<file path="src/video_cfg.svh">
`ifndef VIDEO_CFG_SVH
`define VIDEO_CFG_SVH

// Horizontal raster in pixels
`define H_TOTAL     80
`define H_ACTIVE    64
`define HS_START    68
`define HS_END      72

// Vertical raster in lines
`define V_TOTAL     40
`define V_ACTIVE    32
`define VS_START    34
`define VS_END      36

// Tile map of 8x8 tiles, 128x128 pixel plane
`define MAP_COLS    16
`define MAP_ROWS    16
`define FETCH_TILES 9

// Pixel clock steps from hdump to the RGB outputs
`define PIPE_DEPTH  2

`endif

</file>
<file path="src/video_timing_pkg.sv">
`default_nettype none

package video_timing_pkg;

    // Pixel and line counters
    typedef logic [8:0] hcnt_t;
    typedef logic [8:0] vcnt_t;

    // Sync and blanking, all active high
    typedef struct packed {
        logic hs;
        logic vs;
        logic hb;
        logic vb;
    } sync_t;

endpackage

`default_nettype wire

</file>
<file path="src/video_timing.sv">
`timescale 1ns/1ps
`default_nettype none

`include "video_cfg.svh"

module video_timing
    import video_timing_pkg::*;
(
    input  wire   clk,
    input  wire   rst_n,
    input  wire   pxl_cen,
    output hcnt_t hdump,
    output vcnt_t vdump,
    output vcnt_t vrender,
    output logic  line_start,
    output logic  frame,
    output sync_t sync
);

    logic  h_wrap, v_wrap;
    hcnt_t h_next;
    vcnt_t v_next;

    assign h_wrap = hdump == hcnt_t'(`H_TOTAL - 1);
    assign v_wrap = vdump == vcnt_t'(`V_TOTAL - 1);
    assign h_next = h_wrap ? '0 : hdump + 1'b1;
    assign v_next = v_wrap ? '0 : vdump + 1'b1;

    // Sync and blanking follow the new counter values
    always_ff @(posedge clk) begin
        if (!rst_n) begin
            hdump      <= '0;
            vdump      <= '0;
            vrender    <= vcnt_t'(1);
            line_start <= 1'b0;
            frame      <= 1'b0;
            sync       <= '0;
        end else begin
            line_start <= 1'b0;
            if (pxl_cen) begin
                hdump      <= h_next;
                sync.hb    <= h_next >= hcnt_t'(`H_ACTIVE);
                sync.hs    <= h_next >= hcnt_t'(`HS_START) && h_next < hcnt_t'(`HS_END);
                line_start <= h_wrap;
                if (h_wrap) begin
                    vdump   <= v_next;
                    vrender <= (v_next == vcnt_t'(`V_TOTAL - 1)) ? '0 : v_next + 1'b1;
                    sync.vb <= v_next >= vcnt_t'(`V_ACTIVE);
                    sync.vs <= v_next >= vcnt_t'(`VS_START) && v_next < vcnt_t'(`VS_END);
                    if (v_wrap) begin
                        frame <= ~frame;
                    end
                end
            end
        end
    end

endmodule

`default_nettype wire

</file>
<file path="config.mk">
export PLATFORM = sky130hd
export DESIGN_NAME = video_timing
export DESIGN_NICKNAME = d
export VERILOG_FILES = /design/src/video_timing_pkg.sv /design/src/video_timing.sv
export VERILOG_INCLUDE_DIRS = /design/src
export SDC_FILE = /design/constraint.sdc
export NUM_CORES = 1
export LEC_CHECK = 0
export BUFFER_PORTS_ARGS = -buffer_cell sky130_fd_sc_hd__buf_2
export CAP_MARGIN = 30
export CELL_PAD_IN_SITES_DETAIL_PLACEMENT = 1
export CELL_PAD_IN_SITES_GLOBAL_PLACEMENT = 2
export CORE_MARGIN = 1.5
export CORE_UTILIZATION = 32
export DETAILED_ROUTE_END_ITERATION = 10
export GPL_ROUTABILITY_DRIVEN = 0
export PLACE_DENSITY_LB_ADDON = 0.1
export REMOVE_ABC_BUFFERS = 1
export SLEW_MARGIN = 20
export SYNTH_ARGS = -nofsm -noshare
export SYNTH_HDL_FRONTEND = slang
export SYNTH_SLANG_ARGS = --single-unit
</file>
<file path="constraint.sdc">
create_clock -name clk -period 3.35 [get_ports clk]
set_clock_uncertainty 0.05 [all_clocks]
set_input_delay 0.67 -clock clk [delete_from_list [all_inputs] [get_ports clk]]
set_output_delay 0.67 -clock clk [all_outputs]
set_load 0.05 [all_outputs]
</file>
[After elaboration in Yosys (flattened, before gate mapping)]
Index checks and enable logic that the tools add are counted.
Word-level totals
  register bits: 33
  bits of input ports: 3
  logic and storage cells: 30
Operators by class
  $add $sub $neg: 3
  magnitude comparators: 6
  equality and inequality tests: 3
  multiplexer cells: 3
  bitwise gates (word level): 1
  reductions and logical operators: 5
Operators by type and width (number)
  $add 9x1->9 const B: 3
  $mux 9: 3
  $eq 9x6->1 const B: 2
  $ge 9x6->1 const B: 2
  $ge 9x7->1 const B: 2
  $eq 9x7->1 const B: 1
  $lt 9x6->1 const B: 1
  $lt 9x7->1 const B: 1
  $reduce_and 2->1: 2
  $reduce_and 3->1: 1
  $logic_and 1x1->1: 2
  $not 1->1: 1

[Depth between registers and ports, before layout]
  word-level depth: 4
  mapped depth: 12

[Least setup slack after synthesis]
No wires, ideal clock.
  path type: reg2reg
  from: register vdump[1]
  to: register vrender[4]
  setup time: 0.115 ns
  arrival time: 2.566 ns
  data required time: 3.185 ns
  path slack: 0.619 ns
  stages on the path, launching flop included: 13
  buffers on the path: 0
  cells stage by stage: dfxtp_1 -> ha_1 -> nor2b_1 -> nand4_1 -> nand2_1 -> inv_1 -> ha_1 -> o21ai_0 -> o21ai_0 -> a2bb2oi_1 -> xor2_1 -> o21ai_0 -> and2_1
Between the ends
  word-level cells in the longest chain between the ends: 4
RTL lines
  from (decl): line video_timing.sv:13  | output vcnt_t vdump,
  from (signal assigned): line video_timing.sv:46  | vdump <= v_next;
  $add 9x1->9 / $eq 9x6->1 (equally long branches): line video_timing.sv:27, video_timing.sv:25
  $mux 9 *: line video_timing.sv:27  | assign v_next = v_wrap ? '0 : vdump + 1'b1;
  named net v_next[1]: line video_timing.sv:22  | vcnt_t v_next;
  $add 9x1->9 / $eq 9x6->1 (equally long branches): line video_timing.sv:47  | vrender <= (v_next == vcnt_t'(`V_TOTAL - 1)) ? '0 : v_next + 1'b1;
  $mux 9 *: line video_timing.sv:47
  to (signal assigned): line video_timing.sv:34  | vrender <= vcnt_t'(1);
  to (signal assigned): line video_timing.sv:47
  to (decl): line video_timing.sv:14  | output vcnt_t vrender,
The timed path passes the listed nets; every way through them passes the cells marked *.
A chain may end at the register's enable or synchronous reset.

[Final worst setup path]
  from: register vdump[0]
  to: register vrender[4]
Same word-level chain as after synthesis.

==> results by group <==
Global routing
  • Met3 Use GR: 4.08%
  • Total gr overflow: 0
  • Initial antenna violation count: 0
  • GRT Overall Usage: approximately 17%
  • Vias in the first global route: 1856
  • GRT met1 Usage: 24.0%
  • Global-route wire length before repair: ~9.4 mm
  • Global-route met2 utilization: 24.1%
  • Most Crowded Layer GR: met2
  • Largest net degree at the start of global routing: 34

Clock network
  • CTS Hold Bufs: 0
  • Inserted Clock Buffers: 5
  • Clock sinks: 33
  • H-tree levels: 2
  • Clk slew on worst S/H paths: 0.08 ns
  • TritonCTS clock tree: built
  • Clock Latency Late Sink: 0.29 ns
  • Clk buf depth: 2
  • CTS resizes: 0
  • Root buf cell: clkbuf_8
  • Postcts setup bufs: 0

Die
  • Initial Util: 33.8%
  • Die width: between 80 and 90 um
  • Die ar.: ~6900 um2
  • Core area: 6030 um2
  • # rows: 28
  • Die extent in y: 82.8 um
  • Num ports: 36

STA
  • Setup TNS: 0 ns
  • Final hold viol count: 0
  • F_max: 0.365 GHz
  • Final setup fails: 0
  • Slew @ Worst Pin: around 0.83 ns
  • Slew headroom: 44.9%
  • Fin crit period: roughly 2.7 ns
  • Final Cycle Share: 81.8%
  • Unrepaired setup endpoints after global routing: no
  • Count of pins over their slew limit: 0

Logic synthesis
  • Mapped Area: 2040 um2
  • Syn Area/Cell: 7.84 um2
  • Syn. warnings: 0
  • Largest area contributor in the netlist: dfxtp_1
  • Register area share after synthesis: 32.4%
  • Synth area leaders: dfxtp_1, nand2_1, o21ai_0, xnor2_1, a21boi_0
  • Most common flop cell mapped by yosys: dfxtp_1
  • FF+latch count, synth: 33
  • EDFF count, synth: 0
  • Post-synth ARST share: 0%
  • Share of the synthesized area in the top cell type: 32.4%
  • Yosys cell types: slightly above 50
  • Cell count after synthesis: 260

Detailed routing
  • DRC Markers: 0
  • Vias: ~1.9k
  • Drt total wl: about 5.6 mm
  • First DRT Iteration DRCs: 114
  • DRT antenna net count: 0
  • Routed WL per cell: 15.3 um
  • Pre-antenna DRT Iters: 4
  • Via density: 5.23

Critical path
  • Crit. Startpoint: vdump[0]
  • CP peak stage delay: 0.58 ns
  • Flop2flop setup slack: 0.61 ns
  • Reg2reg path depth: 11
  • Crit Reg-Reg Endpoint: vrender[4]
  • Crit Path Max Fanout: 14
  • CP Capture Type: flip-flop
  • Critical path class: reg -> reg
  • Reg-to-reg critical path startpoint: vdump[0]
  • Crit-path cells: ha_1 -> nor2b_1 -> and4_1 -> nor2_1 -> ha_1 -> o21ai_0 -> o21ai_0 -> a2bb2oi_1 -> xor2_1 -> o21ai_0 -> and2_1
  • Worst Path Required: 3.49 ns
  • Slowest-stage cell, CP: dfxtp_1
  • Worst setup path endpoint: vrender[4]
  • Critical Path AT: approximately 2.9 ns
  • Startpoint Class: flip-flop
  • Critical Path Most Common Cell: o21ai_0

Layout
  • N_diodes: 0
  • Most common cell after layout, fill and taps aside: buf_2
  • Final Core Density: between 30% and 40%
  • Most frequent cells in the layout: buf_2, nand2_1, dfxtp_1
  • Final #Nets: just under 300
  • Share of cells above drive strength 1: between 10% and 20%
  • Layout area overhead: 14.6%

Status
  • Outcome: finished, final reports clean

Pwr
  • Static Leak: 0.960 nW
  • VDD IR-drop max: 0.000177 V
  • PnR Total Power: 0.747 mW
  • PD cells: approximately 320 nW/um2

Place
  • Post-DP HPWL: 4.06 mm
  • I/O Buffers: 35

Run
  • # Max-Cap Violations: 0

Hold path
  • Worst min path class: reg -> reg
[registers in the layout (all words and copies together) (netlist names)]
register / flops
vrender: 9
vdump: 9
frame: 1
hdump: 9
line_start: 1
sync: 4
[worst min path at each step]
| stage | start | end | slack (ns) | depth (start not counted) |
|---|---|---|---|---|
| 2_1_floorplan | vrender[7] | vrender[7] | 0.63 | 2 |
| 3_5_place_dp | sync[2] | sync[2] | 0.41 | 2 |
| 5_1_grt | sync[2] | sync[2] | 0.45 | 2 |
| 6_report | sync[2] | sync[2] | 0.41 | 2 |
| 3_3_place_gp | vrender[3] | vrender[3] | 0.40 | 2 |
| 4_1_cts | sync[2] | sync[2] | 0.42 | 2 |
[kinds of logic (layout without fill, tap and decap cells)]
kind of cell / count (synthesis) / count (layout) / share of synthesized area, %
mux: 3 / 3 / 1.60
simple gates: 118 / 118 / 30.8
buf+inv: 25 / 54 / 5.95
fa+ha+maj: 4 / 4 / 2.45
xor+xnor: 17 / 17 / 7.30
flops: 33 / 33 / 32.4
compound gates: 60 / 60 / 19.5
[metrics by stage]
step                      hold slack (ns)  worst slack (ns)  cell area, um2  cells
final                               0.414             0.610            2340    364
after global routing                0.445             0.332            2340    364
after CTS                           0.418             0.589            2340    364
after detailed placement            0.408             0.607            2250    356
after global placement              0.402             0.717            2250    356
after floorplan                     0.627             0.331            1940    240
[cell usage after synthesis, types with 3 or more instances]
master / count
nand2_1: 34
a31oi_1: 3
o21ai_0: 18
a21boi_1: 4
and3_1: 4
clkbuf_1: 6
dfxtp_1: 33
a21oi_1: 8
a21boi_0: 10
inv_1: 5
or3_1: 6
nand3_1: 14
buf_2: 10
nor2b_1: 8
nand2b_1: 4
xnor2_1: 10
nor2_1: 11
nor3_1: 6
xor2_1: 7
nand4_1: 5
and2_1: 11
ha_1: 4
nand3b_1: 3
[power breakdown]
group,internal [mW],switching [mW],leakage [nW]
clock network,0.144,0.161,0.0439
registers,0.396,0.00476,0.267
logic,0.0130,0.0287,0.649
total,0.552,0.195,0.960
[layout make-up]
| type | count | area, um2 |
|---|---|---|
| clock buffers | 5 | 68.8 |
| clock inverters | 3 | 17.5 |
| fillers | 769 | 3690 |
| inverters | 5 | 18.8 |
| multi-input cells | 202 | 1260 |
| flip-flops and latches | 33 | 661 |
| well taps | 75 | 93.8 |
| repair buffers | 41 | 220 |
[metal layers]
| metal | up-vias | part of all wire (%) |
|---|---|---|
| li1 | 959 | - |
| met3 | 7 | 3.8 |
| met5 | - | 0 |
| met4 | 0 | 1.5 |
| met1 | 904 | 54 |
| met2 | 33 | 41 |
[worst max-delay path: cells and delay by family (launching register included)]
family / cells / cell delay, ns
compound gates: 4 / 0.54
xor+xnor: 1 / 0.15
fa+ha+maj: 2 / 0.53
flops: 1 / 0.58
simple gates: 4 / 0.79
No activity file was read; power rests on OpenSTA's default activity.
