[config.mk]
export PLATFORM = sky130hd
export DESIGN_NAME = video_colmix
export DESIGN_NICKNAME = d
export VERILOG_FILES = /design/src/video_timing_pkg.sv /design/src/video_regs_pkg.sv /design/src/video_colmix.sv
export VERILOG_INCLUDE_DIRS = /design/src
export SDC_FILE = /design/constraint.sdc
export NUM_CORES = 2
export LEC_CHECK = 0
export BUFFER_PORTS_ARGS = -buffer_cell sky130_fd_sc_hd__buf_4
export CAP_MARGIN = 5
export CORE_MARGIN = 1.5
export CORE_UTILIZATION = 60
export CTS_CLUSTER_DIAMETER = 100
export DETAILED_ROUTE_END_ITERATION = 8
export HOLD_SLACK_MARGIN = 0.1
export PLACE_DENSITY_LB_ADDON = 0.2
export SLEW_MARGIN = 20
export SYNTH_ARGS = -nofsm -noshare
export SYNTH_HDL_FRONTEND = slang
export SYNTH_SLANG_ARGS = --single-unit
[constraint.sdc]
create_clock -name clk -period 3.1 [get_ports clk]
set_clock_uncertainty 0.05 [all_clocks]
set_input_delay 0.62 -clock clk [delete_from_list [all_inputs] [get_ports clk]]
set_output_delay 0.62 -clock clk [all_outputs]
set_load 0.1 [all_outputs]
[src/video_cfg.svh]
`ifndef VIDEO_CFG_SVH
`define VIDEO_CFG_SVH

// Horizontal raster in pixels
`define H_TOTAL     80
`define H_ACTIVE    64
`define HS_START    68
`define HS_END      72

// Vertical raster in lines
`define V_TOTAL     40
`define V_ACTIVE    32
`define VS_START    34
`define VS_END      36

// Tile map of 8x8 tiles, 128x128 pixel plane
`define MAP_COLS    16
`define MAP_ROWS    16
`define FETCH_TILES 9

// Pixel clock steps from hdump to the RGB outputs
`define PIPE_DEPTH  2

`endif

[src/video_timing_pkg.sv]
`default_nettype none

package video_timing_pkg;

    // Pixel and line counters
    typedef logic [8:0] hcnt_t;
    typedef logic [8:0] vcnt_t;

    // Sync and blanking, all active high
    typedef struct packed {
        logic hs;
        logic vs;
        logic hb;
        logic vb;
    } sync_t;

endpackage

`default_nettype wire

[src/video_regs_pkg.sv]
`default_nettype none

package video_regs_pkg;

    typedef logic [15:0] vram_addr_t;
    typedef logic [11:0] rom_addr_t;
    // 4 bits per component, red in the top nibble
    typedef logic [11:0] color_t;
    // Palette bank in 7:4, colour in 3:0
    typedef logic [7:0]  pxl_t;

    typedef struct packed {
        logic        cs;
        logic [3:0]  addr;
        logic [1:0]  dsn;
        logic [15:0] dout;
    } cpu_bus_t;

    typedef struct packed {
        logic [6:0] hpos;
        logic [6:0] vpos;
        vram_addr_t vram_base;
        logic       layer_en;
        color_t     bg_color;
    } video_regs_t;

    typedef struct packed {
        logic       we;
        logic [7:0] addr;
        color_t     data;
    } pal_wr_t;

endpackage

`default_nettype wire

[src/video_colmix.sv]
`timescale 1ns/1ps
`default_nettype none

`include "video_cfg.svh"

module video_colmix
    import video_timing_pkg::*;
    import video_regs_pkg::*;
(
    input  wire        clk,
    input  wire        rst_n,
    input  wire        pxl_cen,
    input  wire        sync_t sync,
    input  wire        layer_en,
    input  wire [11:0] bg_color,
    input  wire        pal_wr_t pal_wr,
    input  wire        pxl_t pxl,
    output logic [7:0] red,
    output logic [7:0] green,
    output logic [7:0] blue,
    output logic       LHBL_dly,
    output logic       LVBL_dly
);

    color_t pal_ram [0:255];
    color_t col;
    logic   visible;
    logic [`PIPE_DEPTH-1:0] lhbl_sr, lvbl_sr;

    always_ff @(posedge clk) begin
        if (pal_wr.we) begin
            pal_ram[pal_wr.addr] <= pal_wr.data;
        end
    end

    // Colour 0 is transparent
    assign col = (!layer_en || pxl[3:0] == 4'd0) ? bg_color : pal_ram[pxl];

    // Blanking follows the pixel down the pipeline
    always_ff @(posedge clk) begin
        if (!rst_n) begin
            lhbl_sr <= '0;
            lvbl_sr <= '0;
        end else if (pxl_cen) begin
            lhbl_sr <= {lhbl_sr[`PIPE_DEPTH-2:0], ~sync.hb};
            lvbl_sr <= {lvbl_sr[`PIPE_DEPTH-2:0], ~sync.vb};
        end
    end

    // Blanking state of the pixel now in pxl
    assign visible = lhbl_sr[`PIPE_DEPTH-2] & lvbl_sr[`PIPE_DEPTH-2];

    always_ff @(posedge clk) begin
        if (pxl_cen) begin
            red   <= visible ? {2{col[11:8]}} : 8'd0;
            green <= visible ? {2{col[7:4]}}  : 8'd0;
            blue  <= visible ? {2{col[3:0]}}  : 8'd0;
        end
    end

    assign LHBL_dly = lhbl_sr[`PIPE_DEPTH-1];
    assign LVBL_dly = lvbl_sr[`PIPE_DEPTH-1];

endmodule

`default_nettype wire

# [Word-level counts from Yosys, hierarchy flattened]
# Memories as Yosys holds them, arrays and structs flattened.
# Cells that the tools add are included.
[op_classes] n_mul=0 n_eq_ne=0 div=0 muxes=3 bitwise_logic=3 n_lt_le_gt_ge=0 n_shift=0 n_addsub=0 n_reduce_logical=3
[ops] operator="$mux 12" n=1
[ops] operator="$logic_not 4->1" n=1
[ops] operator="$mux 1" n=2
[ops] operator="$not 1->1" n=2
[ops] operator="$and 1x1->1" n=1
[ops] operator="$logic_not 1->1" n=1
[ops] operator="$logic_or 1x1->1" n=1
[totals] mem_bits_ro=0 regBits=28 word_cells=15 memories=1 latchBits=0 mem_bits_rw=3072
[memory_table] memory="pal_ram" depth=256 word_bits=12 rd=1 rd_clocked_by_memory_dff=0 wr=1 line_no="video_colmix.sv:25" text="color_t pal_ram [0:255];"

# [Longest topological paths before layout]
[logic_depth] ltp_word=3 depth_mapped=13 ltp_nobuf=6

# [Worst setup path after synthesis]
# No wires, ideal clock.
[synth_path] path_kind="input-to-reg" startpoint="input pxl[1]" endpoint="register green[6] (data pin)" path_slack_ns=0.221 stages=10 arrival_time_ns=2.572 setup_time_ns=0.257 cell_sequence="buf_2 buf_2 clkbuf_1 buf_2 mux4_2 a22oi_1 nand2_1 o22ai_1 o21ai_0 a32o_1"
[synth_between] elab_chain_len=3 elab_cells_between_ends=4 cone_classes="mux: 1; reduce/logical: 2; memory: 1"
[synth_lines] element="from (decl)" line_no="video_colmix.sv:17" text="input wire pxl_t pxl,"
[synth_lines] element="branches (longest 2 deep; another with $mem_v2 256x12)"
[synth_lines] element="$mux 12 *" line_no="video_colmix.sv:37" text="assign col = (!layer_en || pxl[3:0] == 4'd0) ? bg_color : pal_ram[pxl];"
[synth_lines] element="to (signal assigned)" line_no="video_colmix.sv:56" text="green <= visible ? {2{col[7:4]}} : 8'd0;"
[synth_lines] element="to (decl)" line_no="video_colmix.sv:19" text="output logic [7:0] green,"
# Every way passes the cells marked *.
# A chain may end at the register's enable or synchronous reset.

# [Worst setup path in the final report]
[layout_path] startpoint="memory pal_ram[10][6] (netlist bit)" endpoint="register green[6] (data pin)"
[layout_between] elab_chain_len=2
[layout_lines] element="from (decl)" line_no="video_colmix.sv:25"
[layout_lines] element="$mem_v2 256x12"
[layout_lines] element="$mux 12" line_no="video_colmix.sv:37"
# Every way passes these cells.

==> impl_metrics.csv <==
group,metric,value,unit
pwr,p_sw,18.8,mW
sta,relSlewSlack,31.5,%
sta,setup_viol,2,
place,hpwl,215000,um
synth,synth_enable_flop_cells,3084,
synth,ys_async_sr_fraction,0,%
sta,period_needed,3.29,ns
setup_path,crit_arrival,4.05,ns
grt,grt_pass1_vias,63500,
grt,grt_pass1_wl,471000,um
pwr,finalPower,87.1,mW
route,drc_errors,0,
sta,max_freq,304,MHz
setup_path,r2r_cells,7,
sta,final-hold-violation-count,0,
synth,synth_cell_types,54,
cts,clock-sinks,3088,
route,routedWlPerCell,35.1,um
run_status,status,"finished with violations",
pwr,leakagePower,46.6,nW
grt,antenna_found_initial,12,
setup_path,r2r_slack,-0.19,ns
pwr,power_density,619,mW/mm^2
cts,tritoncts,"done",
setup_path,worst_ep_required_time,3.87,ns
place,place_congestion,0.941,
floorplan,num_io_pins,75,
floorplan,num_rows,163,
synth,ys_warn_count,0,
final_layout,layout_commonest_cell,"edfxtp_1",
grt,grt.met1_usage,46.0,%
setup_path,cp-start-kind,"flip-flop",
synth,syn_nets,5622,
synth,synth_ff_type,"edfxtp_1",
setup_path,path_max_fanout,1,
cts,insertion_delay,0.96,ns
min_path,hold_class,"in2reg",
cts,htreeDepth,5,
grt,grtUsageTotal,33.3,%
route,num_vias,63800,
final_layout,layout_common_cells,"edfxtp_1, buf_4, mux4_2, clkbuf_16, nor2_1",
sta,rsz0062_at_grt,"no",
sta,hold_ws,0.174,ns
floorplan,die_w,449,um
grt,gr-total-overflow,0,
run_status,violations,"negative setup slack",
cts,clock_path_buffers,4,
floorplan,core,0.198,sq mm
synth,synth-seq-cells,3088,
flow_run,max-cap-violations,0,
route,drt-initial-drc-count,10300,
synth,synth_area,0.119,sq mm
sta,layout_setup_ws,-0.186,ns
final_layout,drive_gt1_share,32.4,%
setup_path,r2r-start,"pal_ram[10][6]",
route,drtPass1Iterations,7,
sta,finalCritPeriodShare,106,%
cts,numCtsBuffers,320,
route,wirelength,335000,um
setup_path,cp-end-kind,"flip-flop",
floorplan,start_util,60.5,%
cts,cts.clk_slew.worst_paths,0.07,ns
cts,cts-root-buf,"clkbuf_16",
final_layout,syn_to_final_growth,17.8,%
place,io_buffers,72,
min_path,min_to,"pal_ram[150][2]",
final_layout,nets,6699,
sta,slew_viol_final,0,
pwr,seqPwrFrac,52.9,%
sta,worst_pin_slew,1.03,ns
grt,use_met2,50.1,%
route,final_antenna_net_count,0,
grt,grt_max_degree,120,
synth,yosysSeqAreaShare,77.6,%
pwr,pwr-share-comb,6.3,%
grt,use_met3,8.39,%
setup_path,r2r_end,"green[6]",
pwr,p_clk_share,40.8,%
floorplan,dieHeight,449,um
pwr,power.internal,68.3,mW
grt,top_usage_layer,"met2",
floorplan,dieArea,0.202,sq mm
pwr,netSwitchingFraction,21.5,%
min_path,worstHoldPathCells,1,
final_layout,fillers,11500,
setup_path,worstSetupPathType,"reg2reg",
synth,synth_cells,5573,
route,via_per_inst,6.70,
min_path,worstHoldStart,"pal_wr[2]",
pwr,ir_drop,0.599,mV
synth,syn_avg_cell_area,21.4,sq um
-- worst max path at each step --
| stage | start | to | cells after the start |
|---|---|---|---|
| 6_report | pal_ram[10][6] | green[6] | 7 |
| 5_1_grt | pal_ram[10][6] | green[6] | 7 |
| 4_1_cts | pal_ram[172][9] | red[5] | 7 |
| 3_5_place_dp | pxl[0] | red[5] | 9 |
| 3_3_place_gp | pxl[0] | red[5] | 9 |
| 2_1_floorplan | pxl[1] | green[6] | 10 |
-- synthesized netlist by cell type (all sizes together) (2+ instances only) --
| master | count | area share, % |
|---|---|---|
| a22o | 16 | 0.12 |
| o32ai | 15 | 0.11 |
| inv | 5 | 0.016 |
| a311oi | 2 | 0.015 |
| a211oi | 22 | 0.14 |
| mux2i | 301 | 2.5 |
| nand3 | 37 | 0.15 |
| a2bb2oi | 3 | 0.022 |
| o21ai | 81 | 0.34 |
| mux2 | 32 | 0.30 |
| clkbuf | 139 | 0.44 |
| o211ai | 16 | 0.10 |
| mux4 | 688 | 13 |
| or2 | 13 | 0.068 |
| a211o | 11 | 0.081 |
| nor2 | 324 | 1.0 |
| buf | 203 | 1.2 |
| dfxtp | 4 | 0.067 |
| and3 | 3 | 0.016 |
| a221oi | 28 | 0.21 |
| a22oi | 72 | 0.45 |
| o211a | 2 | 0.017 |
| nand4 | 9 | 0.047 |
| edfxtp | 3084 | 78 |
| nor3 | 10 | 0.042 |
| o22a | 3 | 0.022 |
| a222oi | 10 | 0.084 |
| o2bb2ai | 16 | 0.12 |
| o31ai | 6 | 0.038 |
| nor2b | 20 | 0.10 |
| a32o | 11 | 0.092 |
| nand2 | 184 | 0.58 |
| o22ai | 99 | 0.52 |
| a21oi | 72 | 0.30 |
| a221o | 4 | 0.034 |
| o21a | 7 | 0.044 |
| and2 | 6 | 0.031 |
| nand2b | 6 | 0.031 |
-- power groups by stage --
stage	logic, mW	registers, mW	clock network (mW)
floorplan	2.29	47.0	0
global placement	5.25	46.9	0
detailed placement	5.33	46.9	0
CTS	5.39	46.1	35.8
global route	5.61	46.0	37.4
finish	5.48	46.1	35.6
-- worst max-delay path, stage by stage (launching register included) --
cell and delay [ns]:
edfxtp_1 0.33, mux4_2 0.24, nor2_1 0.08, o32ai_1 0.73, o22ai_1 0.29, buf_4 0.24, a222oi_1 0.90, a32o_1 0.28
-- layer usage --
layer,vias to the layer above,wire length [um]
met5,-,60
li1,25500,-
met1,33300,121000
met4,8,19600
met2,4318,154000
met3,777,39500
-- sequential cells by signal, summed over array words and instances, names as in the netlist --
| signal | count |
|---|---|
| pal_ram | 3072 |
| lvbl_sr | 2 |
| blue | 4 |
| red | 4 |
| green | 4 |
| lhbl_sr | 2 |
-- what timing repair did --
| action | CTS | global route |
|---|---|---|
| endpoints found under the setup margin | 1 | 1 |
| hold buffers | 22 | 0 |
| endpoints found under the hold margin | 71 | 0 |
| buffers inserted | 0 | 0 |
| gates resized for setup | 1 | 1 |
-- cells by family after synthesis --
logic type             synth area share [%]
AOI/OAI and AO/OA                      2.88
muxes                                  15.8
DFF                                    77.6
buffers and inverters                  1.64
and+or+nand+nor                        2.11
-- per-stage QoR --
step | setup TNS (ns) | util [%] | cell area (sq um) | setup WS, ns | cells
after floorplan | 0 | - | 119000 | 0.221 | 5573
after global placement | -8.02 | 66.3 | 131000 | -1.23 | 8946
after detailed placement | -8.28 | 66.3 | 131000 | -1.23 | 8946
after CTS | 0 | 71.2 | 141000 | 0.0153 | 9517
after global routing | 0 | 71.2 | 141000 | 0.00380 | 9519
final | -0.195 | 71.2 | 141000 | -0.186 | 9528
-- layout make-up --
| type | instances | area, sq um | share of cell area (%) |
|---|---|---|---|
| Sequential cell | 3088 | 92700 | 65.8 |
| Multi-Input combinational cell | 2137 | 24900 | 17.7 |
| Timing Repair Buffer | 1097 | 10400 | 7.37 |
| Clock buffer | 406 | 8540 | 6.07 |
| Tap cell | 2640 | 3300 | 2.35 |
| Clock inverter | 143 | 920 | 0.653 |
| Inverter | 6 | 35.0 | 0.0249 |
| Antenna cell | 11 | 27.5 | 0.0195 |
Note: power is estimated with default switching activity, not from simulation.
