File: config.mk
export PLATFORM = sky130hd
export DESIGN_NAME = video_mmr
export DESIGN_NICKNAME = d
export VERILOG_FILES = /design/src/video_cfg.svh /design/src/video_regs_pkg.sv /design/src/video_mmr.sv
export SDC_FILE = /design/constraint.sdc
export NUM_CORES = 1
export LEC_CHECK = 0
export ABC_AREA = 1
export BUFFER_PORTS_ARGS = -buffer_cell sky130_fd_sc_hd__buf_2
export CAP_MARGIN = 25
export CORE_MARGIN = 3
export CORE_UTILIZATION = 51
export CTS_CLUSTER_SIZE = 20
export DETAILED_ROUTE_END_ITERATION = 12
export PLACE_DENSITY_LB_ADDON = 0.05
export SLEW_MARGIN = 20
export SYNTH_ARGS = -nofsm -noshare
export SYNTH_HDL_FRONTEND = slang
export SYNTH_SLANG_ARGS = --single-unit
File: constraint.sdc
create_clock -name clk -period 1.7 [get_ports clk]
set_input_delay 0.34 -clock clk [delete_from_list [all_inputs] [get_ports clk]]
set_output_delay 0.34 -clock clk [all_outputs]
set_load 0.02 [all_outputs]
File: src/video_cfg.svh
`ifndef VIDEO_CFG_SVH
`define VIDEO_CFG_SVH

// Horizontal raster in pixels
`define H_TOTAL     80
`define H_ACTIVE    64
`define HS_START    68
`define HS_END      72

// Vertical raster in lines
`define V_TOTAL     40
`define V_ACTIVE    32
`define VS_START    34
`define VS_END      36

// Tile map of 8x8 tiles, 128x128 pixel plane
`define MAP_COLS    16
`define MAP_ROWS    16
`define FETCH_TILES 9

// Pixel clock steps from hdump to the RGB outputs
`define PIPE_DEPTH  2

`endif

File: src/video_regs_pkg.sv
`default_nettype none

package video_regs_pkg;

    typedef logic [15:0] vram_addr_t;
    typedef logic [11:0] rom_addr_t;
    // 4 bits per component, red in the top nibble
    typedef logic [11:0] color_t;
    // Palette bank in 7:4, colour in 3:0
    typedef logic [7:0]  pxl_t;

    typedef struct packed {
        logic        cs;
        logic [3:0]  addr;
        logic [1:0]  dsn;
        logic [15:0] dout;
    } cpu_bus_t;

    typedef struct packed {
        logic [6:0] hpos;
        logic [6:0] vpos;
        vram_addr_t vram_base;
        logic       layer_en;
        color_t     bg_color;
    } video_regs_t;

    typedef struct packed {
        logic       we;
        logic [7:0] addr;
        color_t     data;
    } pal_wr_t;

endpackage

`default_nettype wire

File: src/video_mmr.sv
`timescale 1ns/1ps
`default_nettype none

module video_mmr
    import video_regs_pkg::*;
(
    input  wire         clk,
    input  wire         rst_n,
    input  wire         cpu_bus_t cpu,
    output logic [15:0] mmr_dout,
    output video_regs_t regs,
    output pal_wr_t     pal_wr
);

    localparam logic [3:0] A_HPOS     = 4'd0;
    localparam logic [3:0] A_VPOS     = 4'd1;
    localparam logic [3:0] A_BASE     = 4'd2;
    localparam logic [3:0] A_ENABLE   = 4'd3;
    localparam logic [3:0] A_BGCOLOR  = 4'd4;
    localparam logic [3:0] A_PAL_PTR  = 4'd5;
    localparam logic [3:0] A_PAL_DATA = 4'd6;

    logic [7:0]  pal_ptr;
    logic        wr;
    logic [15:0] merged;

    always_comb begin
        case (cpu.addr)
            A_HPOS:    mmr_dout = {9'd0, regs.hpos};
            A_VPOS:    mmr_dout = {9'd0, regs.vpos};
            A_BASE:    mmr_dout = regs.vram_base;
            A_ENABLE:  mmr_dout = {15'd0, regs.layer_en};
            A_BGCOLOR: mmr_dout = {4'd0, regs.bg_color};
            A_PAL_PTR: mmr_dout = {8'd0, pal_ptr};
            default:   mmr_dout = '0;
        endcase
    end

    // Disabled byte lanes keep the current register contents
    assign wr     = cpu.cs && (cpu.dsn != 2'b11);
    assign merged = {cpu.dsn[1] ? mmr_dout[15:8] : cpu.dout[15:8],
                     cpu.dsn[0] ? mmr_dout[7:0]  : cpu.dout[7:0]};

    always_ff @(posedge clk) begin
        if (!rst_n) begin
            regs    <= '0;
            pal_ptr <= '0;
            pal_wr  <= '0;
        end else begin
            pal_wr.we <= 1'b0;
            if (wr) begin
                case (cpu.addr)
                    A_HPOS:    regs.hpos      <= merged[6:0];
                    A_VPOS:    regs.vpos      <= merged[6:0];
                    A_BASE:    regs.vram_base <= merged;
                    A_ENABLE:  regs.layer_en  <= merged[0];
                    A_BGCOLOR: regs.bg_color  <= merged[11:0];
                    A_PAL_PTR: pal_ptr        <= merged[7:0];
                    A_PAL_DATA: begin
                        // One palette write per access, pointer moves on
                        pal_wr.we   <= 1'b1;
                        pal_wr.addr <= pal_ptr;
                        pal_wr.data <= merged[11:0];
                        pal_ptr     <= pal_ptr + 1'b1;
                    end
                    default: ;
                endcase
            end
        end
    end

endmodule

`default_nettype wire

; Yosys cells after proc, flatten, opt, wreduce, memory -nomap -nowiden
; Cells that the tools add are included.
[word_totals]
regBits = 72
out_inout_bits = 80
wordCells = 33
[classes]
addsub = 1
n_eq_ne = 7
muxes = 5
n_reduce_logical = 11
[op_table]
columns = operator, n
row1 = $pmux W16 S6, 1
row2 = $mux W21, 1
row3 = $mux W8, 2
row4 = $pmux W8 S2, 1
row5 = $reduce_and A2 Y1, 8
row6 = $eq A4 B3 Y1 const B, 3
row7 = $add A8 B1 Y8 const B, 1
row8 = $eq A4 B2 Y1 const B, 2
row9 = $eq A4 B1 Y1 const B, 1
row10 = $logic_not A4 Y1, 1
row11 = $ne A2 B2 Y1 const B, 1
row12 = $reduce_bool A2 Y1, 1
row13 = $logic_and A1 B1 Y1, 1

; Longest topological paths before layout
; Gate-level depths: netlist of the first run.
[logic_depth]
word_depth = 4
ltp_mapped = 9

; Worst setup path after synthesis of the first run
; Ideal clock, no wire load.
[synth_path]
path_kind = input-to-reg
start = input port cpu[21] in the netlist's numbering
end = register regs[20] in the netlist's numbering
setup_time_ns = 0.058
arrival_time_ns = 1.384
required_time_ns = 1.642
slack_ns = 0.258
path_stages = 8
path_buffers = 1
cell_sequence = nor2_2 buf_2 nand3_1 nand3_1 nand2_1 nand3_1 o211ai_1 inv_1
[synth_via]
elab_chain_len = 3
[synth_lines]
columns = item, line_no
row1 = "start, declared", video_mmr.sv:9  ; input wire cpu_bus_t cpu,
row2 = "$eq A4 B3 Y1, or another cell as far along", video_mmr.sv:28  ; case (cpu.addr)
row3 = $pmux W16 S6 (*), video_mmr.sv:28
row4 = named net mmr_dout[7], video_mmr.sv:10  ; output logic [15:0] mmr_dout,
row5 = $mux W8 (*), video_mmr.sv:42  ; cpu.dsn[0] ? mmr_dout[7:0] : cpu.dout[7:0]};
row6 = "end, declared", video_mmr.sv:11  ; output video_regs_t regs,
; The timed path passes the listed nets; every way through them passes the cells marked *.
; A chain may end at the register's enable or synchronous reset.

; Worst setup path in the final report of the first run
[layout_path]
start = input port cpu[18] in the netlist's numbering
end = output port mmr_dout[6]
[layout_via]
elab_chain_len = 2
[layout_lines]
columns = item, line_no
row1 = "$eq A4 B3 Y1, or another cell as far along", video_mmr.sv:28
row2 = $pmux W16 S6 (*), video_mmr.sv:28
row3 = "end, declared", video_mmr.sv:10
; Every way passes the cells marked *; elsewhere a longest branch is shown, timed or not.

==> results of run 1 <==
worst paths after layout:
path | from | to | slack, ns | cells past startpoint
max | cpu[18] | mmr_dout[6] | -0.01 | 9
min reg2reg | pal_wr[7] | pal_wr[7] | 0.54 | 2
max reg2reg | pal_ptr[0] | pal_ptr[6] | 0.36 | 7
min | cpu[14] | regs[27] | 0.26 | 3
area by class of cell:
cell class	instances	area, sq um
Timing Repair Buffer	138	868
Sequential cell	72	1440
Tap cell	75	93.8
Fill cell	521	1710
Clock buffer	10	128
Inverter	41	154
Clock inverter	6	83.8
Multi-Input combinational cell	328	1620
layout by cell type, fill, tap and decap left out:
cell type / netlist / final
nand3_1: 61 / 61
nand4_1: 3 / 3
nor2_2: 6 / 5
clkinv_4: 0 / 1
dfxtp_1: 72 / 72
clkbuf_8: 0 / 9
nor4_1: 1 / 1
o21ai_2: 1 / 1
o21ai_0: 69 / 69
or2_2: 9 / 9
nand2_1: 61 / 58
ha_1: 1 / 1
nand2_4: 0 / 1
a31oi_1: 2 / 2
buf_12: 0 / 4
nand2_2: 3 / 5
o21ai_1: 5 / 5
buf_6: 1 / 6
buf_2: 13 / 96
clkbuf_1: 9 / 1
o211ai_1: 3 / 3
inv_2: 8 / 11
buf_4: 3 / 32
bufinv_16: 0 / 2
inv_1: 33 / 30
clkinv_2: 0 / 3
a21oi_1: 75 / 75
nor2_1: 27 / 25
nor2_4: 1 / 4
layer usage:
| metal | up-vias | part of all wire [%] |
|---|---|---|
| li1 | 1830 | - |
| met4 | 0 | 2.7 |
| met1 | 1645 | 43 |
| met3 | 27 | 7.5 |
| met2 | 163 | 47 |
| met5 | - | 0 |
repair_timing:
| item | CTS | global route |
|---|---|---|
| buffers inserted | 0 | 3 |
| resized for setup | 0 | 28 |
| setup endpoints to repair | 0 | 11 |
stage by stage:
step	setup WS (ns)	setup TNS (ns)	power, mW	utilization (%)	cell area (sq um)
after global routing	-0.0767	-0.0815	3.71	72.0	4390
after floorplan	0.258	0	1.99	-	3310
after detailed placement	-0.00624	-0.00889	2.16	66.8	4070
final	-0.0107	-0.0107	3.60	72.0	4390
after global placement	0.00355	0	2.15	66.8	4070
after CTS	0.0209	0	3.58	70.3	4280
sequential cells by signal, summed over array words and instances (netlist names):
name,cells
regs,43
pal_ptr,8
pal_wr,21
report_power, final:
group	switching, mW	internal (mW)	total [mW]
Combinational	0.251	0.150	0.401
Clock	0.631	0.821	1.45
Sequential	0.0275	1.72	1.75
critical path: stages:
cell	delay, ns
buf_2	0.14
inv_2	0.08
nor2_4	0.04
buf_4	0.15
nand3_1	0.06
nand2_1	0.06
nor2_1	0.23
nand2_2	0.11
buf_6	0.15
cell families after synthesis:
group           count (synthesis)  share of synthesized area [%]
flops                          72                           43.5
compound gates                155                           23.8
simple gates                  172                           23.7
fa+ha+maj                       1                          0.377
buf+inv                        67                           8.64
==> flow_metrics.tcl, run 1 <==
set metrics [dict create \
    postCtsHoldBufs 0 \
    antenna_found_initial 0 \
    use_met1_pct 36.6 \
    min_period_over_period_pct 101 \
    antennaDiodeCount 0 \
    avgViaCountPerCell 5.47 \
    grt_overflow_total 0 \
    fin_hold_ws_ns 0.262 \
    slew_viol_final 0 \
    clk_path_buf_depth 2 \
    synth_ff_type "dfxtp_1" \
    grt_pass1_wl_um 16200 \
    timing.final.ws_setup_ns -0.0107 \
    maxCapViolations 0 \
    worst_slew_pin_slew_ns 0.436 \
    start_util_pct 54.4 \
    syn-cell-area_sq_mm 0.00331 \
    clk_transition_reported_paths_ns 0.07 \
    wirelength_um 10300 \
    coreArea_sq_mm 0.00610 \
    finalSetupViolations 1 \
    ios 105 \
    critPathArrivalTime_ns 1.37 \
    drt_iter0_markers 288 \
    htree_levels 3 \
    required_ns 1.36 \
    path_class "in2out" \
    p_per_area_mw_per_mm2 820 \
    synth-seq-cells 72 \
    synth_seq_area_share_pct 43.5 \
    max_slew_margin_pct 70.9 \
    hold_violations 0 \
    start_kind "input port" \
    crit_fanout 5 \
    drc_errors 0 \
    place_congestion 0.932 \
    outcome "complete, but fails checks" \
    met2_usage_pct 43.4 \
    met3_usage_pct 3.71 \
    worstHoldPathType "in2reg" \
    fmax_mhz 585 \
    cts_root_buffer "clkbuf_8" \
    syn_nets 493 \
    max-vdd-ir-drop_uv 685 \
    period_needed_ns 1.71 \
    netlist_instances 467 \
    dieArea_sq_mm 0.00750 \
    dr.pass1.iters 5 \
    cts_tree "built" \
    yosysWarnings 0 \
    synth_edf_count 0 \
    power.static_leakage_nw 2.24 \
    violations "negative setup slack" \
    grt_max_degree 51 \
    grt.busiest_layer "met2" \
    clk-insertion-delay-late_ns 0.35 \
    syn_to_final_growth_pct 32.4 \
    wire_per_inst_um 15.4 \
    numPortBuffers 104 \
    grt_pass1_vias 3351 \
    yosysTopAreaCell "dfxtp_1" \
    critPathCaptureType "primary output" \
    finalNonFillerCells 670 \
    die_w_um 86.6 \
    clock_sinks 72 \
    cts-buffers-inserted 9 \
    ys_types 23 \
    synth.most_common_cell "a21oi_1" \
    core.rowCount 28 \
    drive_above_1_share_pct 31.8 \
    vias 3665 \
    postRouteAntennaNets 0 \
    nets 616 \
    die_h_um 86.6 \
    fin_skew_ns 0.0102 \
    avgSynthCellArea_sq_um 7.10 \
    synth_commonest_cells "a21oi_1 (75), dfxtp_1 (72), o21ai_0 (69)" \
    grt_usage_pct 27.3 \
    dp_hpwl_um 7460 \
    synthArstFlopShare_pct 0 \
    synthDominantCellAreaShare_pct 43.5 \
    dp.cells 650 \
    synthTopCellsByArea "dfxtp_1 (43%), a21oi_1 (11%), o21ai_0 (10%)" \
]
(Power assumes the default switching activity.)
==> inputs of run 2 (changes only) <==
--- a/config.mk
+++ b/config.mk
@@ -6,12 +6,12 @@
 export NUM_CORES = 1
 export LEC_CHECK = 0
 export ABC_AREA = 1
-export BUFFER_PORTS_ARGS = -buffer_cell sky130_fd_sc_hd__buf_2
 export CAP_MARGIN = 25
 export CORE_MARGIN = 3
-export CORE_UTILIZATION = 51
+export CORE_UTILIZATION = 63
 export CTS_CLUSTER_SIZE = 20
 export DETAILED_ROUTE_END_ITERATION = 12
+export DONT_BUFFER_PORTS = 1
 export PLACE_DENSITY_LB_ADDON = 0.05
 export SLEW_MARGIN = 20
 export SYNTH_ARGS = -nofsm -noshare
==> run 2 against run 1 <==
The flow now finishes without violations. Non-clock buffer count fell by 109. Final cell count fell by 17%. Hold slack got worse by 0.13 ns. Critical path type is now reg2out. Critical endpoint is now mmr_dout[5].
==> flow_metrics.tcl, run 2 (synthesis gave the netlist of run 1 again) <==
set metrics [dict create \
    outcome "finished, final reports clean" \
    largest_register_ffs 43 \
    drt_iter0_markers 306 \
    r2r_end "regs[35]" \
    required_ns 1.36 \
    r2r_start "regs[35]" \
    p_sw_share_pct 22.8 \
    p_sw_mw 0.842 \
    p_seq_share_pct 48.1 \
    htree_levels 3 \
    crit_fanout 3 \
    vias 3356 \
    grt_pass1_wl_um 15100 \
    min_period_over_period_pct 97.9 \
    final_core_util_pct 76.6 \
    nFillCells 389 \
    postCtsHoldBufs 0 \
    coreArea_sq_mm 0.00491 \
    p_comb_share_pct 6.5 \
    start_util_pct 67.5 \
    max-vdd-ir-drop_uv 594 \
    top_register "regs" \
    worstHoldPathType "in2reg" \
    die_h_um 78.5 \
    finalInstanceArea_sq_mm 0.00376 \
    die_w_um 78.5 \
    grt_max_degree 72 \
    wire_per_inst_um 17.3 \
    syn_to_final_growth_pct 13.4 \
    internal_power_mw 2.85 \
    min_from "rst_n" \
    cts_tree "built" \
    critPathCaptureType "primary output" \
    hold_path_end "pal_wr[6]" \
    cts-buffers-inserted 9 \
    hold_violations 0 \
    clockPowerShare_pct 45.4 \
    worst_slew_pin_slew_ns 0.532 \
    finalNonFillerCells 553 \
    path_class "reg2out" \
    tns_ns 0 \
    grt_pass1_vias 3052 \
    placed_cell_area_sq_mm 0.00350 \
    cts_root_buffer "clkbuf_8" \
    final_common_cell "a21oi_1" \
    antennaDiodeCount 0 \
    avgViaCountPerCell 6.07 \
    nets 507 \
    dp.cells 537 \
    period_needed_ns 1.66 \
    grt_setup_unrepaired "no" \
    power.static_leakage_nw 1.68 \
    drc_errors 0 \
    final_cell_mix "a21oi_1 (75), dfxtp_1 (70), o21ai_0 (69)" \
    slew_viol_final 0 \
    start_kind "flip-flop" \
    p_per_area_mw_per_mm2 983 \
    fin_skew_ns 0.00839 \
    dr.pass1.iters 6 \
    grt_usage_pct 31.4 \
    maxCapViolations 0 \
    place_congestion 0.880 \
    hold_depth 2 \
    clk-insertion-delay-late_ns 0.34 \
    dp_hpwl_um 6940 \
    fmax_mhz 601 \
    finalSetupViolations 0 \
    grt_overflow_total 0 \
    regArea_sq_mm 0.00144 \
    postRouteAntennaNets 0 \
    wirelength_um 9570 \
    drive_above_1_share_pct 16.0 \
    dieArea_sq_mm 0.00617 \
    numPortBuffers 0 \
    top_regs "regs: 43 flops, pal_wr: 21 flops, pal_ptr: 8 flops" \
    clk_path_buf_depth 2 \
    rrSetupSlack_ns 0.27 \
    ios 105 \
    max_slew_margin_pct 64.5 \
    core.rowCount 25 \
    antenna_found_initial 0 \
    clk_transition_reported_paths_ns 0.08 \
    multiInputGateArea_sq_mm 0.00159 \
    clock_sinks 72 \
    rr_worst_depth 6 \
    critPathArrivalTime_ns 1.32 \
]
[run 2: changes by cell type in the layout (fill, tap and decap cells not counted), moves of 2 or more]
cell,delta
inv_1,+3
clkbuf_8,+2
inv_2,-3
buf_12,-3
nor2_4,-3
buf_4,-4
dfxtp_1,-2
buf_2,-96
clkinv_2,-2
nor2_2,+2
dfxtp_2,+2
buf_6,-6
[run 2: through the flow]
stage | worst slack [ns] | power, mW | hold WS [ns]
final | 0.0357 | 3.69 | 0.131
after floorplan | 0.258 | 1.99 | 0.471
after global placement | 0.183 | 2.04 | 0.485
after global routing | 0.000670 | 3.80 | 0.131
after CTS | 0.0152 | 3.71 | 0.110
after detailed placement | 0.162 | 2.05 | 0.487
[run 2: power by group through the flow]
| stage | Sequential, mW | Combinational, mW | Clock [mW] |
|---|---|---|---|
| final | 1.78 | 0.239 | 1.68 |
| after global routing | 1.78 | 0.261 | 1.76 |
| after CTS | 1.78 | 0.234 | 1.70 |
| after detailed placement | 1.82 | 0.232 | 0 |
| after global placement | 1.81 | 0.226 | 0 |
| after floorplan | 1.81 | 0.177 | 0 |
[run 2: worst max-delay path by stage]
stage	cells after the start	startpoint	end	slack, ns
after global placement	7	cpu[17]	pal_ptr[3]	0.18
after detailed placement	9	cpu[20]	regs[31]	0.16
after floorplan	8	cpu[21]	regs[20]	0.26
final	4	regs[5]	mmr_dout[5]	0.04
after CTS	4	regs[13]	mmr_dout[0]	0.02
after global routing	4	regs[16]	mmr_dout[3]	0.0007
[run 2: worst max-delay path, stage by stage (launching register included)]
cell     delay [ns]
dfxtp_1        0.50
nand3_1        0.11
nand2_1        0.10
inv_1          0.06
nand2_1        0.21
[run 2: repair_timing]
item	CTS	global route
resized for setup	0	5
setup endpoints to repair	0	3
setup buffers	0	0
[run 2: layout make-up]
cell class,count,share of cell area [%]
clock buffer,11,4.03
clock inverter,5,2.73
inverter,41,4.09
multi-input combinational,328,42.4
sequential,72,38.4
tap,67,2.23
timing repair buffer,29,6.12
[run 2: metal layers]
layer	part of all wire, %	vias up	track usage [%]
li1	-	1619	-
met1	39	1528	37.9
met2	48	195	52.7
met3	11	14	9.75
met4	1.3	0	11.0
met5	0	-	0
